===== config.mk =====
export PLATFORM = sky130hd
export DESIGN_NAME = xcvr_debug_csr
export DESIGN_NICKNAME = d
export VERILOG_FILES = /design/src/rtl/xcvr_csr_pkg.sv /design/src/rtl/xcvr_csr_bus_ctrl.sv /design/src/rtl/xcvr_status_sync.sv /design/src/rtl/xcvr_chan_override.sv /design/src/rtl/xcvr_prbs_ctrl.sv /design/src/rtl/xcvr_debug_csr.sv
export SDC_FILE = /design/constraint.sdc
export NUM_CORES = 1
export LEC_CHECK = 0
export ABC_AREA = 1
export BUFFER_PORTS_ARGS = -buffer_cell sky130_fd_sc_hd__buf_2
export CELL_PAD_IN_SITES_DETAIL_PLACEMENT = 2
export CELL_PAD_IN_SITES_GLOBAL_PLACEMENT = 2
export CORE_ASPECT_RATIO = 0.5
export CORE_MARGIN = 2
export CORE_UTILIZATION = 22
export CTS_CLUSTER_DIAMETER = 150
export DETAILED_ROUTE_END_ITERATION = 16
export PLACE_DENSITY = 0.86
export SETUP_SLACK_MARGIN = 0.5
export SYNTH_ARGS = -nofsm -noshare
export SYNTH_HDL_FRONTEND = slang
export SYNTH_HIERARCHICAL = 1
export SYNTH_SLANG_ARGS = --single-unit

===== constraint.sdc =====
create_clock -name avmm_clk -period 1.1 [get_ports avmm_clk]
set_clock_uncertainty 0.05 [all_clocks]
set_input_delay 0.22 -clock avmm_clk [delete_from_list [all_inputs] [get_ports avmm_clk]]
set_output_delay 0.22 -clock avmm_clk [all_outputs]
set_load 0.02 [all_outputs]

===== src/rtl/xcvr_csr_pkg.sv =====
`default_nettype none

package xcvr_csr_pkg;

  // counter geometry, seven bytes per 50-bit count
  localparam int PRBS_COUNT_W = 50;
  localparam int PRBS_BYTES   = 7;
  localparam int PRBS_PAD_W   = PRBS_BYTES * 8 - PRBS_COUNT_W;

  // status and error-clear synchronizer depth
  localparam int SYNC_STAGES  = 3;

  // bus widths
  typedef logic [8:0]              csr_addr_t;
  typedef logic [7:0]              csr_data_t;
  typedef logic [PRBS_COUNT_W-1:0] prbs_count_t;

  // unmapped reads
  localparam csr_data_t RD_UNUSED = 8'h00;

  // register map
  localparam csr_addr_t ADDR_GP_RD_LTR     = 9'h080;
  localparam csr_addr_t ADDR_GP_CAL_BUSY   = 9'h081;
  localparam csr_addr_t ADDR_GP_SET_LTR    = 9'h082;
  localparam csr_addr_t ADDR_GP_LPBK       = 9'h083;
  localparam csr_addr_t ADDR_CHNL_RESET    = 9'h084;
  localparam csr_addr_t ADDR_PRBS_CTRL     = 9'h100;
  // both counter windows are lsb byte first
  localparam csr_addr_t ADDR_PRBS_ERR_BASE = 9'h101;
  localparam csr_addr_t ADDR_PRBS_BIT_BASE = 9'h108;

  // lock status byte
  localparam int OFFSET_RD_LTR      = 0;
  localparam int OFFSET_RD_LTD      = 1;

  // cal busy byte, bit 3 reads zero
  localparam int OFFSET_TX_CAL_BUSY = 0;
  localparam int OFFSET_RX_CAL_BUSY = 1;
  localparam int OFFSET_AVMM_BUSY   = 2;
  localparam int OFFSET_TX_CAL_MASK = 4;
  localparam int OFFSET_RX_CAL_MASK = 5;

  // set lock byte
  localparam int OFFSET_SET_LTR     = 0;
  localparam int OFFSET_SET_LTD     = 1;
  localparam int OFFSET_SET_LTR_OVR = 2;
  localparam int OFFSET_SET_LTD_OVR = 3;

  // loopback byte
  localparam int OFFSET_LPBK        = 0;

  // channel reset byte, values low nibble, overrides high nibble
  localparam int OFFSET_RX_ANA      = 0;
  localparam int OFFSET_RX_DIG      = 1;
  localparam int OFFSET_TX_ANA      = 2;
  localparam int OFFSET_TX_DIG      = 3;
  localparam int OFFSET_RX_ANA_OVR  = 4;
  localparam int OFFSET_RX_DIG_OVR  = 5;
  localparam int OFFSET_TX_ANA_OVR  = 6;
  localparam int OFFSET_TX_DIG_OVR  = 7;

  // prbs control byte
  localparam int OFFSET_PRBS_EN     = 0;
  localparam int OFFSET_PRBS_RESET  = 1;
  localparam int OFFSET_PRBS_SNAP   = 2;
  localparam int OFFSET_PRBS_DONE   = 3;

  // write byte plus one strobe per writable register
  typedef struct packed {
    csr_data_t data;
    logic      wr_cal_busy;
    logic      wr_set_ltr;
    logic      wr_lpbk;
    logic      wr_chnl_reset;
    logic      wr_prbs_ctrl;
  } csr_wr_t;

  // channel controls, user side in and channel side out
  typedef struct packed {
    logic lock_to_ref;
    logic lock_to_data;
    logic loopback;
    logic rx_analogreset;
    logic rx_digitalreset;
    logic tx_analogreset;
    logic tx_digitalreset;
  } chan_ctrl_t;

  typedef enum logic {
    RD_IDLE = 1'b0,
    RD_DATA = 1'b1
  } rd_state_t;

endpackage

`default_nettype wire


===== src/rtl/xcvr_csr_bus_ctrl.sv =====
`timescale 1ns/1ps
`default_nettype none

module xcvr_csr_bus_ctrl (
  input  wire                         avmm_clk,
  input  wire                         avmm_reset,
  input  wire xcvr_csr_pkg::csr_addr_t   address,
  input  wire xcvr_csr_pkg::csr_data_t   writedata,
  input  wire                         write,
  input  wire                         read,
  output xcvr_csr_pkg::csr_data_t     readdata,
  output logic                        waitrequest,
  output xcvr_csr_pkg::csr_wr_t       wr,
  input  wire xcvr_csr_pkg::csr_data_t   rd_ltr_status,
  input  wire xcvr_csr_pkg::csr_data_t   rd_cal_busy,
  input  wire xcvr_csr_pkg::csr_data_t   rd_set_ltr,
  input  wire xcvr_csr_pkg::csr_data_t   rd_loopback,
  input  wire xcvr_csr_pkg::csr_data_t   rd_chnl_reset,
  input  wire xcvr_csr_pkg::csr_data_t   rd_prbs_ctrl,
  input  wire xcvr_csr_pkg::prbs_count_t prbs_err,
  input  wire xcvr_csr_pkg::prbs_count_t prbs_bit
);

  xcvr_csr_pkg::rd_state_t rd_state;
  xcvr_csr_pkg::rd_state_t rd_state_nxt;
  xcvr_csr_pkg::csr_data_t rd_byte;
  // counters split into bytes, top byte zero padded above bit 49
  xcvr_csr_pkg::csr_data_t [xcvr_csr_pkg::PRBS_BYTES-1:0] err_bytes;
  xcvr_csr_pkg::csr_data_t [xcvr_csr_pkg::PRBS_BYTES-1:0] bit_bytes;
  // offsets into the counter windows, wrap high below the base
  xcvr_csr_pkg::csr_addr_t err_off;
  xcvr_csr_pkg::csr_addr_t bit_off;

  // one wait cycle per read, only while the host reads
  assign waitrequest = read && (rd_state == xcvr_csr_pkg::RD_IDLE);

  always_comb begin
    case (rd_state)
      xcvr_csr_pkg::RD_IDLE: begin
        rd_state_nxt = read ? xcvr_csr_pkg::RD_DATA : xcvr_csr_pkg::RD_IDLE;
      end
      // data cycle always ends the read
      default: begin
        rd_state_nxt = xcvr_csr_pkg::RD_IDLE;
      end
    endcase
  end

  always_ff @(posedge avmm_clk or posedge avmm_reset) begin
    if (avmm_reset) begin
      rd_state <= xcvr_csr_pkg::RD_IDLE;
    end else begin
      rd_state <= rd_state_nxt;
    end
  end

  // byte captured on the wait edge, valid in RD_DATA
  always_ff @(posedge avmm_clk) begin
    if (waitrequest) begin
      readdata <= rd_byte;
    end
  end

  // write strobes, zero wait states
  always_comb begin
    wr               = '0;
    wr.data          = writedata;
    wr.wr_cal_busy   = write && (address == xcvr_csr_pkg::ADDR_GP_CAL_BUSY);
    wr.wr_set_ltr    = write && (address == xcvr_csr_pkg::ADDR_GP_SET_LTR);
    wr.wr_lpbk       = write && (address == xcvr_csr_pkg::ADDR_GP_LPBK);
    wr.wr_chnl_reset = write && (address == xcvr_csr_pkg::ADDR_CHNL_RESET);
    wr.wr_prbs_ctrl  = write && (address == xcvr_csr_pkg::ADDR_PRBS_CTRL);
  end

  assign err_bytes = {{xcvr_csr_pkg::PRBS_PAD_W{1'b0}}, prbs_err};
  assign bit_bytes = {{xcvr_csr_pkg::PRBS_PAD_W{1'b0}}, prbs_bit};
  assign err_off   = address - xcvr_csr_pkg::ADDR_PRBS_ERR_BASE;
  assign bit_off   = address - xcvr_csr_pkg::ADDR_PRBS_BIT_BASE;

  // readdata mux
  always_comb begin
    rd_byte = xcvr_csr_pkg::RD_UNUSED;
    case (address)
      xcvr_csr_pkg::ADDR_GP_RD_LTR:   rd_byte = rd_ltr_status;
      xcvr_csr_pkg::ADDR_GP_CAL_BUSY: rd_byte = rd_cal_busy;
      xcvr_csr_pkg::ADDR_GP_SET_LTR:  rd_byte = rd_set_ltr;
      xcvr_csr_pkg::ADDR_GP_LPBK:     rd_byte = rd_loopback;
      xcvr_csr_pkg::ADDR_CHNL_RESET:  rd_byte = rd_chnl_reset;
      xcvr_csr_pkg::ADDR_PRBS_CTRL:   rd_byte = rd_prbs_ctrl;
      default: begin
        // counter windows, 0x101-0x107 errors and 0x108-0x10e bits
        if (err_off < xcvr_csr_pkg::csr_addr_t'(xcvr_csr_pkg::PRBS_BYTES)) begin
          rd_byte = err_bytes[err_off[2:0]];
        end else if (bit_off < xcvr_csr_pkg::csr_addr_t'(xcvr_csr_pkg::PRBS_BYTES)) begin
          rd_byte = bit_bytes[bit_off[2:0]];
        end
      end
    endcase
  end

endmodule

`default_nettype wire


===== src/rtl/xcvr_status_sync.sv =====
`timescale 1ns/1ps
`default_nettype none

module xcvr_status_sync (
  input  wire                     avmm_clk,
  input  wire                     avmm_reset,
  input  wire xcvr_csr_pkg::csr_wr_t wr,
  input  wire                     rx_is_lockedtodata,
  input  wire                     rx_is_lockedtoref,
  input  wire                     tx_cal_busy,
  input  wire                     rx_cal_busy,
  input  wire                     avmm_busy,
  output logic                    tx_cal_busy_mask,
  output logic                    rx_cal_busy_mask,
  output xcvr_csr_pkg::csr_data_t rd_ltr_status,
  output xcvr_csr_pkg::csr_data_t rd_cal_busy
);

  // one 4-bit word per stage, last stage is the synchronized value
  logic [xcvr_csr_pkg::SYNC_STAGES-1:0][3:0] status_sync;
  logic ltr_s;
  logic ltd_s;
  logic tx_busy_s;
  logic rx_busy_s;
  logic avmm_busy_q;

  // async channel status into the avmm domain
  always_ff @(posedge avmm_clk or posedge avmm_reset) begin
    if (avmm_reset) begin
      status_sync <= '0;
    end else begin
      status_sync <= {status_sync[xcvr_csr_pkg::SYNC_STAGES-2:0],
                      {rx_cal_busy, tx_cal_busy, rx_is_lockedtodata, rx_is_lockedtoref}};
    end
  end

  assign {rx_busy_s, tx_busy_s, ltd_s, ltr_s} = status_sync[xcvr_csr_pkg::SYNC_STAGES-1];

  // avmm_busy is already in this domain, one flop only
  always_ff @(posedge avmm_clk or posedge avmm_reset) begin
    if (avmm_reset) begin
      avmm_busy_q <= 1'b0;
    end else begin
      avmm_busy_q <= avmm_busy;
    end
  end

  // masks come out of reset set
  always_ff @(posedge avmm_clk or posedge avmm_reset) begin
    if (avmm_reset) begin
      tx_cal_busy_mask <= 1'b1;
      rx_cal_busy_mask <= 1'b1;
    end else if (wr.wr_cal_busy) begin
      tx_cal_busy_mask <= wr.data[xcvr_csr_pkg::OFFSET_TX_CAL_MASK];
      rx_cal_busy_mask <= wr.data[xcvr_csr_pkg::OFFSET_RX_CAL_MASK];
    end
  end

  // readback bytes, spare bits zero
  always_comb begin
    rd_ltr_status = xcvr_csr_pkg::RD_UNUSED;
    rd_ltr_status[xcvr_csr_pkg::OFFSET_RD_LTR] = ltr_s;
    rd_ltr_status[xcvr_csr_pkg::OFFSET_RD_LTD] = ltd_s;

    rd_cal_busy = xcvr_csr_pkg::RD_UNUSED;
    rd_cal_busy[xcvr_csr_pkg::OFFSET_TX_CAL_BUSY] = tx_busy_s;
    rd_cal_busy[xcvr_csr_pkg::OFFSET_RX_CAL_BUSY] = rx_busy_s;
    rd_cal_busy[xcvr_csr_pkg::OFFSET_AVMM_BUSY]   = avmm_busy_q;
    rd_cal_busy[xcvr_csr_pkg::OFFSET_TX_CAL_MASK] = tx_cal_busy_mask;
    rd_cal_busy[xcvr_csr_pkg::OFFSET_RX_CAL_MASK] = rx_cal_busy_mask;
  end

endmodule

`default_nettype wire


===== src/rtl/xcvr_chan_override.sv =====
`timescale 1ns/1ps
`default_nettype none

module xcvr_chan_override (
  input  wire                        avmm_clk,
  input  wire                        avmm_reset,
  input  wire xcvr_csr_pkg::csr_wr_t    wr,
  input  wire xcvr_csr_pkg::chan_ctrl_t chan_ctrl_in,
  output xcvr_csr_pkg::chan_ctrl_t   chan_ctrl_out,
  output xcvr_csr_pkg::csr_data_t    rd_set_ltr,
  output xcvr_csr_pkg::csr_data_t    rd_loopback,
  output xcvr_csr_pkg::csr_data_t    rd_chnl_reset
);

  // set lock register
  logic set_ltr_q;
  logic set_ltd_q;
  logic ltr_ovr_q;
  logic ltd_ovr_q;
  // loopback register
  logic lpbk_q;
  // channel reset register, every bit is defined so the byte is kept whole
  xcvr_csr_pkg::csr_data_t rst_q;

  always_ff @(posedge avmm_clk or posedge avmm_reset) begin
    if (avmm_reset) begin
      set_ltr_q <= 1'b0;
      set_ltd_q <= 1'b0;
      ltr_ovr_q <= 1'b0;
      ltd_ovr_q <= 1'b0;
      lpbk_q    <= 1'b0;
      rst_q     <= '0;
    end else begin
      if (wr.wr_set_ltr) begin
        set_ltr_q <= wr.data[xcvr_csr_pkg::OFFSET_SET_LTR];
        set_ltd_q <= wr.data[xcvr_csr_pkg::OFFSET_SET_LTD];
        ltr_ovr_q <= wr.data[xcvr_csr_pkg::OFFSET_SET_LTR_OVR];
        ltd_ovr_q <= wr.data[xcvr_csr_pkg::OFFSET_SET_LTD_OVR];
      end
      if (wr.wr_lpbk) begin
        lpbk_q <= wr.data[xcvr_csr_pkg::OFFSET_LPBK];
      end
      if (wr.wr_chnl_reset) begin
        rst_q <= wr.data;
      end
    end
  end

  // override muxes, user input passes unless the override bit is set
  always_comb begin
    chan_ctrl_out.lock_to_ref  = ltr_ovr_q ? set_ltr_q : chan_ctrl_in.lock_to_ref;
    chan_ctrl_out.lock_to_data = ltd_ovr_q ? set_ltd_q : chan_ctrl_in.lock_to_data;

    // loopback has no override, either side can enable it
    chan_ctrl_out.loopback = lpbk_q || chan_ctrl_in.loopback;

    chan_ctrl_out.rx_analogreset  = rst_q[xcvr_csr_pkg::OFFSET_RX_ANA_OVR] ?
                                    rst_q[xcvr_csr_pkg::OFFSET_RX_ANA] :
                                    chan_ctrl_in.rx_analogreset;
    chan_ctrl_out.rx_digitalreset = rst_q[xcvr_csr_pkg::OFFSET_RX_DIG_OVR] ?
                                    rst_q[xcvr_csr_pkg::OFFSET_RX_DIG] :
                                    chan_ctrl_in.rx_digitalreset;
    chan_ctrl_out.tx_analogreset  = rst_q[xcvr_csr_pkg::OFFSET_TX_ANA_OVR] ?
                                    rst_q[xcvr_csr_pkg::OFFSET_TX_ANA] :
                                    chan_ctrl_in.tx_analogreset;
    chan_ctrl_out.tx_digitalreset = rst_q[xcvr_csr_pkg::OFFSET_TX_DIG_OVR] ?
                                    rst_q[xcvr_csr_pkg::OFFSET_TX_DIG] :
                                    chan_ctrl_in.tx_digitalreset;
  end

  // readback bytes
  always_comb begin
    rd_set_ltr = xcvr_csr_pkg::RD_UNUSED;
    rd_set_ltr[xcvr_csr_pkg::OFFSET_SET_LTR]     = set_ltr_q;
    rd_set_ltr[xcvr_csr_pkg::OFFSET_SET_LTD]     = set_ltd_q;
    rd_set_ltr[xcvr_csr_pkg::OFFSET_SET_LTR_OVR] = ltr_ovr_q;
    rd_set_ltr[xcvr_csr_pkg::OFFSET_SET_LTD_OVR] = ltd_ovr_q;

    rd_loopback = xcvr_csr_pkg::RD_UNUSED;
    rd_loopback[xcvr_csr_pkg::OFFSET_LPBK] = lpbk_q;

    rd_chnl_reset = rst_q;
  end

endmodule

`default_nettype wire


===== src/rtl/xcvr_prbs_ctrl.sv =====
`timescale 1ns/1ps
`default_nettype none

module xcvr_prbs_ctrl (
  input  wire                     avmm_clk,
  input  wire                     avmm_reset,
  input  wire xcvr_csr_pkg::csr_wr_t wr,
  input  wire                     rx_prbs_err_clr,
  input  wire                     prbs_done,
  output logic                    prbs_count_en,
  output logic                    prbs_snap,
  output logic                    prbs_reset,
  output xcvr_csr_pkg::csr_data_t rd_prbs_ctrl
);

  logic prbs_en_q;
  logic prbs_rst_q;
  logic prbs_snap_q;
  // error clear comes from the rx side
  logic [xcvr_csr_pkg::SYNC_STAGES-1:0] clr_sync;

  always_ff @(posedge avmm_clk or posedge avmm_reset) begin
    if (avmm_reset) begin
      prbs_en_q   <= 1'b0;
      prbs_rst_q  <= 1'b0;
      prbs_snap_q <= 1'b0;
    end else if (wr.wr_prbs_ctrl) begin
      prbs_en_q   <= wr.data[xcvr_csr_pkg::OFFSET_PRBS_EN];
      prbs_rst_q  <= wr.data[xcvr_csr_pkg::OFFSET_PRBS_RESET];
      prbs_snap_q <= wr.data[xcvr_csr_pkg::OFFSET_PRBS_SNAP];
    end
  end

  always_ff @(posedge avmm_clk or posedge avmm_reset) begin
    if (avmm_reset) begin
      clr_sync <= '0;
    end else begin
      clr_sync <= {clr_sync[xcvr_csr_pkg::SYNC_STAGES-2:0], rx_prbs_err_clr};
    end
  end

  // accumulator controls
  assign prbs_count_en = prbs_en_q;
  assign prbs_snap     = prbs_snap_q;
  // either the register or a user clear resets the counters
  assign prbs_reset    = prbs_rst_q || clr_sync[xcvr_csr_pkg::SYNC_STAGES-1];

  // readback, done is live from the accumulator
  always_comb begin
    rd_prbs_ctrl = xcvr_csr_pkg::RD_UNUSED;
    rd_prbs_ctrl[xcvr_csr_pkg::OFFSET_PRBS_EN]    = prbs_en_q;
    rd_prbs_ctrl[xcvr_csr_pkg::OFFSET_PRBS_RESET] = prbs_rst_q;
    rd_prbs_ctrl[xcvr_csr_pkg::OFFSET_PRBS_SNAP]  = prbs_snap_q;
    rd_prbs_ctrl[xcvr_csr_pkg::OFFSET_PRBS_DONE]  = prbs_done;
  end

endmodule

`default_nettype wire


===== src/rtl/xcvr_debug_csr.sv =====
`timescale 1ns/1ps
`default_nettype none

module xcvr_debug_csr (
  input  wire                           avmm_clk,
  input  wire                           avmm_reset,
  input  wire xcvr_csr_pkg::csr_addr_t     avmm_address,
  input  wire xcvr_csr_pkg::csr_data_t     avmm_writedata,
  input  wire                           avmm_write,
  input  wire                           avmm_read,
  output xcvr_csr_pkg::csr_data_t       avmm_readdata,
  output logic                          avmm_waitrequest,
  // prbs accumulator
  input  wire xcvr_csr_pkg::prbs_count_t   prbs_err,
  input  wire xcvr_csr_pkg::prbs_count_t   prbs_bit,
  input  wire                           prbs_done,
  output logic                          prbs_count_en,
  output logic                          prbs_snap,
  output logic                          prbs_reset,
  // channel status
  input  wire                           rx_is_lockedtodata,
  input  wire                           rx_is_lockedtoref,
  input  wire                           tx_cal_busy,
  input  wire                           rx_cal_busy,
  input  wire                           avmm_busy,
  input  wire                           rx_prbs_err_clr,
  // channel controls
  input  wire xcvr_csr_pkg::chan_ctrl_t    chan_ctrl_in,
  output xcvr_csr_pkg::chan_ctrl_t      chan_ctrl_out,
  output logic                          csr_tx_cal_busy_mask,
  output logic                          csr_rx_cal_busy_mask
);

  xcvr_csr_pkg::csr_wr_t   wr;
  xcvr_csr_pkg::csr_data_t rd_ltr_status;
  xcvr_csr_pkg::csr_data_t rd_cal_busy;
  xcvr_csr_pkg::csr_data_t rd_set_ltr;
  xcvr_csr_pkg::csr_data_t rd_loopback;
  xcvr_csr_pkg::csr_data_t rd_chnl_reset;
  xcvr_csr_pkg::csr_data_t rd_prbs_ctrl;

  // address decode and readdata live here only
  xcvr_csr_bus_ctrl u_bus_ctrl (
    .avmm_clk      (avmm_clk),
    .avmm_reset    (avmm_reset),
    .address       (avmm_address),
    .writedata     (avmm_writedata),
    .write         (avmm_write),
    .read          (avmm_read),
    .readdata      (avmm_readdata),
    .waitrequest   (avmm_waitrequest),
    .wr            (wr),
    .rd_ltr_status (rd_ltr_status),
    .rd_cal_busy   (rd_cal_busy),
    .rd_set_ltr    (rd_set_ltr),
    .rd_loopback   (rd_loopback),
    .rd_chnl_reset (rd_chnl_reset),
    .rd_prbs_ctrl  (rd_prbs_ctrl),
    .prbs_err      (prbs_err),
    .prbs_bit      (prbs_bit)
  );

  xcvr_status_sync u_status_sync (
    .avmm_clk           (avmm_clk),
    .avmm_reset         (avmm_reset),
    .wr                 (wr),
    .rx_is_lockedtodata (rx_is_lockedtodata),
    .rx_is_lockedtoref  (rx_is_lockedtoref),
    .tx_cal_busy        (tx_cal_busy),
    .rx_cal_busy        (rx_cal_busy),
    .avmm_busy          (avmm_busy),
    .tx_cal_busy_mask   (csr_tx_cal_busy_mask),
    .rx_cal_busy_mask   (csr_rx_cal_busy_mask),
    .rd_ltr_status      (rd_ltr_status),
    .rd_cal_busy        (rd_cal_busy)
  );

  xcvr_chan_override u_chan_override (
    .avmm_clk      (avmm_clk),
    .avmm_reset    (avmm_reset),
    .wr            (wr),
    .chan_ctrl_in  (chan_ctrl_in),
    .chan_ctrl_out (chan_ctrl_out),
    .rd_set_ltr    (rd_set_ltr),
    .rd_loopback   (rd_loopback),
    .rd_chnl_reset (rd_chnl_reset)
  );

  xcvr_prbs_ctrl u_prbs_ctrl (
    .avmm_clk        (avmm_clk),
    .avmm_reset      (avmm_reset),
    .wr              (wr),
    .rx_prbs_err_clr (rx_prbs_err_clr),
    .prbs_done       (prbs_done),
    .prbs_count_en   (prbs_count_en),
    .prbs_snap       (prbs_snap),
    .prbs_reset      (prbs_reset),
    .rd_prbs_ctrl    (rd_prbs_ctrl)
  );

endmodule

`default_nettype wire


==> results by group <==
Die
  • Std-Cell Rows: 33
  • Die width: 188.4 microns
  • Starting Density: between 20% and 30%
  • I/O Pins: 156
  • Die H: 96.21 microns
  • Core Footprint: 16520 sq um
  • Die area: 18130 sq um

Clocking
  • TritonCTS clock tree: done
  • Reg clk slew, reported paths: 0.07 ns
  • Root buf cell: clkbuf_16
  • CTS Sinks: 43
  • H-tree depth: 2
  • Total CTS buffers: 5
  • Worst-Skew Late Latency: about 0.31 ns
  • Clock tree buffer depth: 2

STA
  • Final hold violation count: 6
  • Hold_ws: -0.03064 ns
  • Final setup TNS: -10.24 ns
  • Final Cycle Share: 132.4%
  • Final Setup Violations: 55
  • Max-slew violation count: 0
  • Setup ws final: -0.3563 ns
  • RSZ-0062 raised after global routing: yes
  • Final critical-path required period: 1.456 ns
  • Max Fclk: 686.7 MHz

Route
  • Final WL: between 20000 and 25000 microns
  • Detailed-route via count: 4808
  • Detailed-route DRC error count: 0
  • Drt first pass iters: 4
  • Vias per inst: 4.557
  • WL per Instance: 19.02 microns
  • Antenna-violating nets left: 0
  • 1st-iter DRT viols: about 130

Worst setup path
  • R2r setup slk: -0.34 ns
  • Worst EP required: 0.83 ns
  • Worst r2r dst: u_bus_ctrl/readdata[4]$_DFFE_PP_
  • Setup crit start kind: flop
  • CP Max Fanout: 2
  • Kind of end point of the critical path: primary output
  • CP arrival: between 1 and 1.5 ns
  • Reg2reg start: u_status_sync/tx_cal_busy_mask$_DFFE_PP1P_
  • Crit Path Class: reg -> out
  • Reg2Reg Depth: 6

Pwr
  • Peak VDD IR: 0.4919 mV
  • Final total power: 5165 uW
  • Static leakage power: 0.003392 uW
  • PwrDens: about 790 nW/um^2

Finish
  • Fin nets: 966
  • Area Growth Syn to Fin: 73.85%
  • Storage element area: 1121 sq um
  • # fillers: slightly below 2000
  • Diode count: 0
  • Area occupied by multi-input gates: between 2000 and 3000 sq um
  • Fraction of layout cells with a size suffix above 1: between 50% and 60%

Placed design
  • Detailed placement HPWL: 13800 microns
  • GPL Wtd Cong: 0.8789
  • PortBufs: 155

Global route
  • First-pass GRT wire length: between 20000 and 30000 microns
  • GR peak layer: met2
  • Met1 Use GR: roughly a quarter
  • Gr ovfl total: 0
  • Vias in the first global route: 5350
  • Largest net degree at the start of global routing: 22
  • Initial antenna violation count: 0
  • Met2 Use GR: 40.47%
  • GRT Overall Usage: 21.33%
  • Met3 Usage GRT: 3.791%

Yosys
  • EDFF count, synth: 8
  • Ys flop type: dfrtp_1
  • Synth warnings: 6
  • Avg Cell Area, Syn: roughly 6.4 sq um
  • Seq/Total Area, Yosys: 29.90%
  • Post-synth design cell area: 3741 sq um
  • Register bit total from synthesis: 43
  • Commonest cells post-synth: nand2_1, nand3_1, nor2_1, buf_4, dfrtp_1
  • Async SR Flop Fraction: 81.40%
  • Yosys cell types: 32
  • Most frequent cell after synthesis: nand2_1
  • Synth Instances: 588
  • Top cells by area, synth: dfrtp_1, nand2_1, nand3_1, buf_4, edfxtp_1
  • Synth top area share: 22.07%
  • Post-synth top area cell: dfrtp_1

Worst hold path
  • Hold_sp: rx_cal_busy
  • Hold endpoint: u_status_sync/status_sync[3]$_DFF_PP0_
  • HP Class: in -> reg
  • Cells on Worst Hold Path: 1

Run status
  • Outcome: finished with violations
  • Failing checks: negative hold slack, negative setup slack

Flow run
  • Total of max-cap violations: 0
-- power by group --
| part | internal [uW] | switching (uW) | total, uW | leakage [uW] |
|---|---|---|---|---|
| Sequential | 1690 | 37.8 | 1730 | 0.000517 |
| Combinational | 728 | 853 | 1580 | 0.00279 |
| Clock | 1090 | 770 | 1860 | 0.0000844 |
| Total | 3500 | 1660 | 5170 | 0.00339 |
-- placed cells by master (no fill, tap or decap), types with 3 or more instances in the layout --
cell,Yosys,final
nand2_1,198,139
buf_2,12,130
nand3_1,108,87
buf_4,51,85
nand2_2,2,52
buf_6,3,50
nor2_1,56,38
dfrtp_1,33,31
o21ai_0,27,25
conb_1,3,24
nor2_4,4,21
nand3_2,0,21
inv_1,32,16
inv_2,7,13
nand2_4,1,9
nor2_2,7,8
edfxtp_1,8,8
buf_12,0,7
clkbuf_16,0,6
a21oi_1,7,5
o21ai_1,3,5
inv_8,0,4
nor3_2,0,4
inv_4,0,4
buf_8,0,3
a21oi_2,1,3
-- worst max-delay path, stage by stage, from the launching register on --
cell and delay (ns):
dfrtp_1 0.40, buf_6 0.12, or2_4 0.22, buf_6 0.13
-- cell type report --
class | count | share of cell area [%]
well taps | 227 | 4.367
clock buffers | 5 | 1.924
multi-input cells | 459 | 39.82
repair buffers | 279 | 32.78
flip-flops and latches | 43 | 17.24
inverters | 39 | 3.136
clock inverters | 3 | 0.7311
-- how the worst max path moves through the flow --
stage	start	to	cells past startpoint
finish	u_chan_override/lpbk_q$_DFFE_PP0P_	chan_ctrl_out[4]	3
global route	u_prbs_ctrl/prbs_rst_q$_DFFE_PP0P_	prbs_reset	3
CTS	u_prbs_ctrl/prbs_rst_q$_DFFE_PP0P_	prbs_reset	3
detailed placement	avmm_address[1]	u_bus_ctrl/readdata[3]$_DFFE_PP_	12
global placement	avmm_address[0]	u_bus_ctrl/readdata[7]$_DFFE_PP_	9
floorplan	avmm_address[0]	u_bus_ctrl/readdata[5]$_DFFE_PP_	13
-- state kept, by name (all words and copies together) (netlist names), 2 cells and up --
| signal | count |
|---|---|
| u_bus_ctrl/readdata | 8 |
| u_chan_override/rd_chnl_reset | 8 |
| u_status_sync/status_sync | 8 |
| u_prbs_ctrl/clr_sync | 3 |
| u_status_sync/rd_cal_busy | 2 |
| u_status_sync/rd_ltr_status | 2 |
-- cells by family after synthesis --
family | count (synthesis) | share of synthesized area (%)
AOI/OAI and AO/OA | 42 | 6.020
adders and majority gates | 4 | 1.338
buffers and inverters | 107 | 16.86
DFF | 43 | 29.90
other | 3 | 0.3010
and+or+nand+nor | 389 | 45.59
-- through the flow --
step	setup slack (ns)	utilization [%]	instance area, sq um	std cells
3_5_place_dp	-0.7557	31.51	5204	1004
3_3_place_gp	-0.6930	31.51	5204	1004
5_1_grt	-0.3879	39.38	6504	1055
4_1_cts	-0.3466	37.32	6163	1036
6_report	-0.3563	39.38	6504	1055
2_1_floorplan	-0.6058	-	4010	609
-- metal layers --
metal | wire length (microns) | up-vias
met1 | 8382 | 2371
met3 | 871 | 31
met5 | 0 | -
li1 | - | 2293
met4 | 475 | 0
met2 | 10340 | 113
-- what timing repair did --
action	CTS	global route
endpoints found under the hold margin	39	27
hold buffers	1	1
cloned	2	1
pin swaps	43	40
resized for setup	165	56
setup endpoints to repair	56	91
buffers inserted	21	18
(Power assumes the default switching activity.)
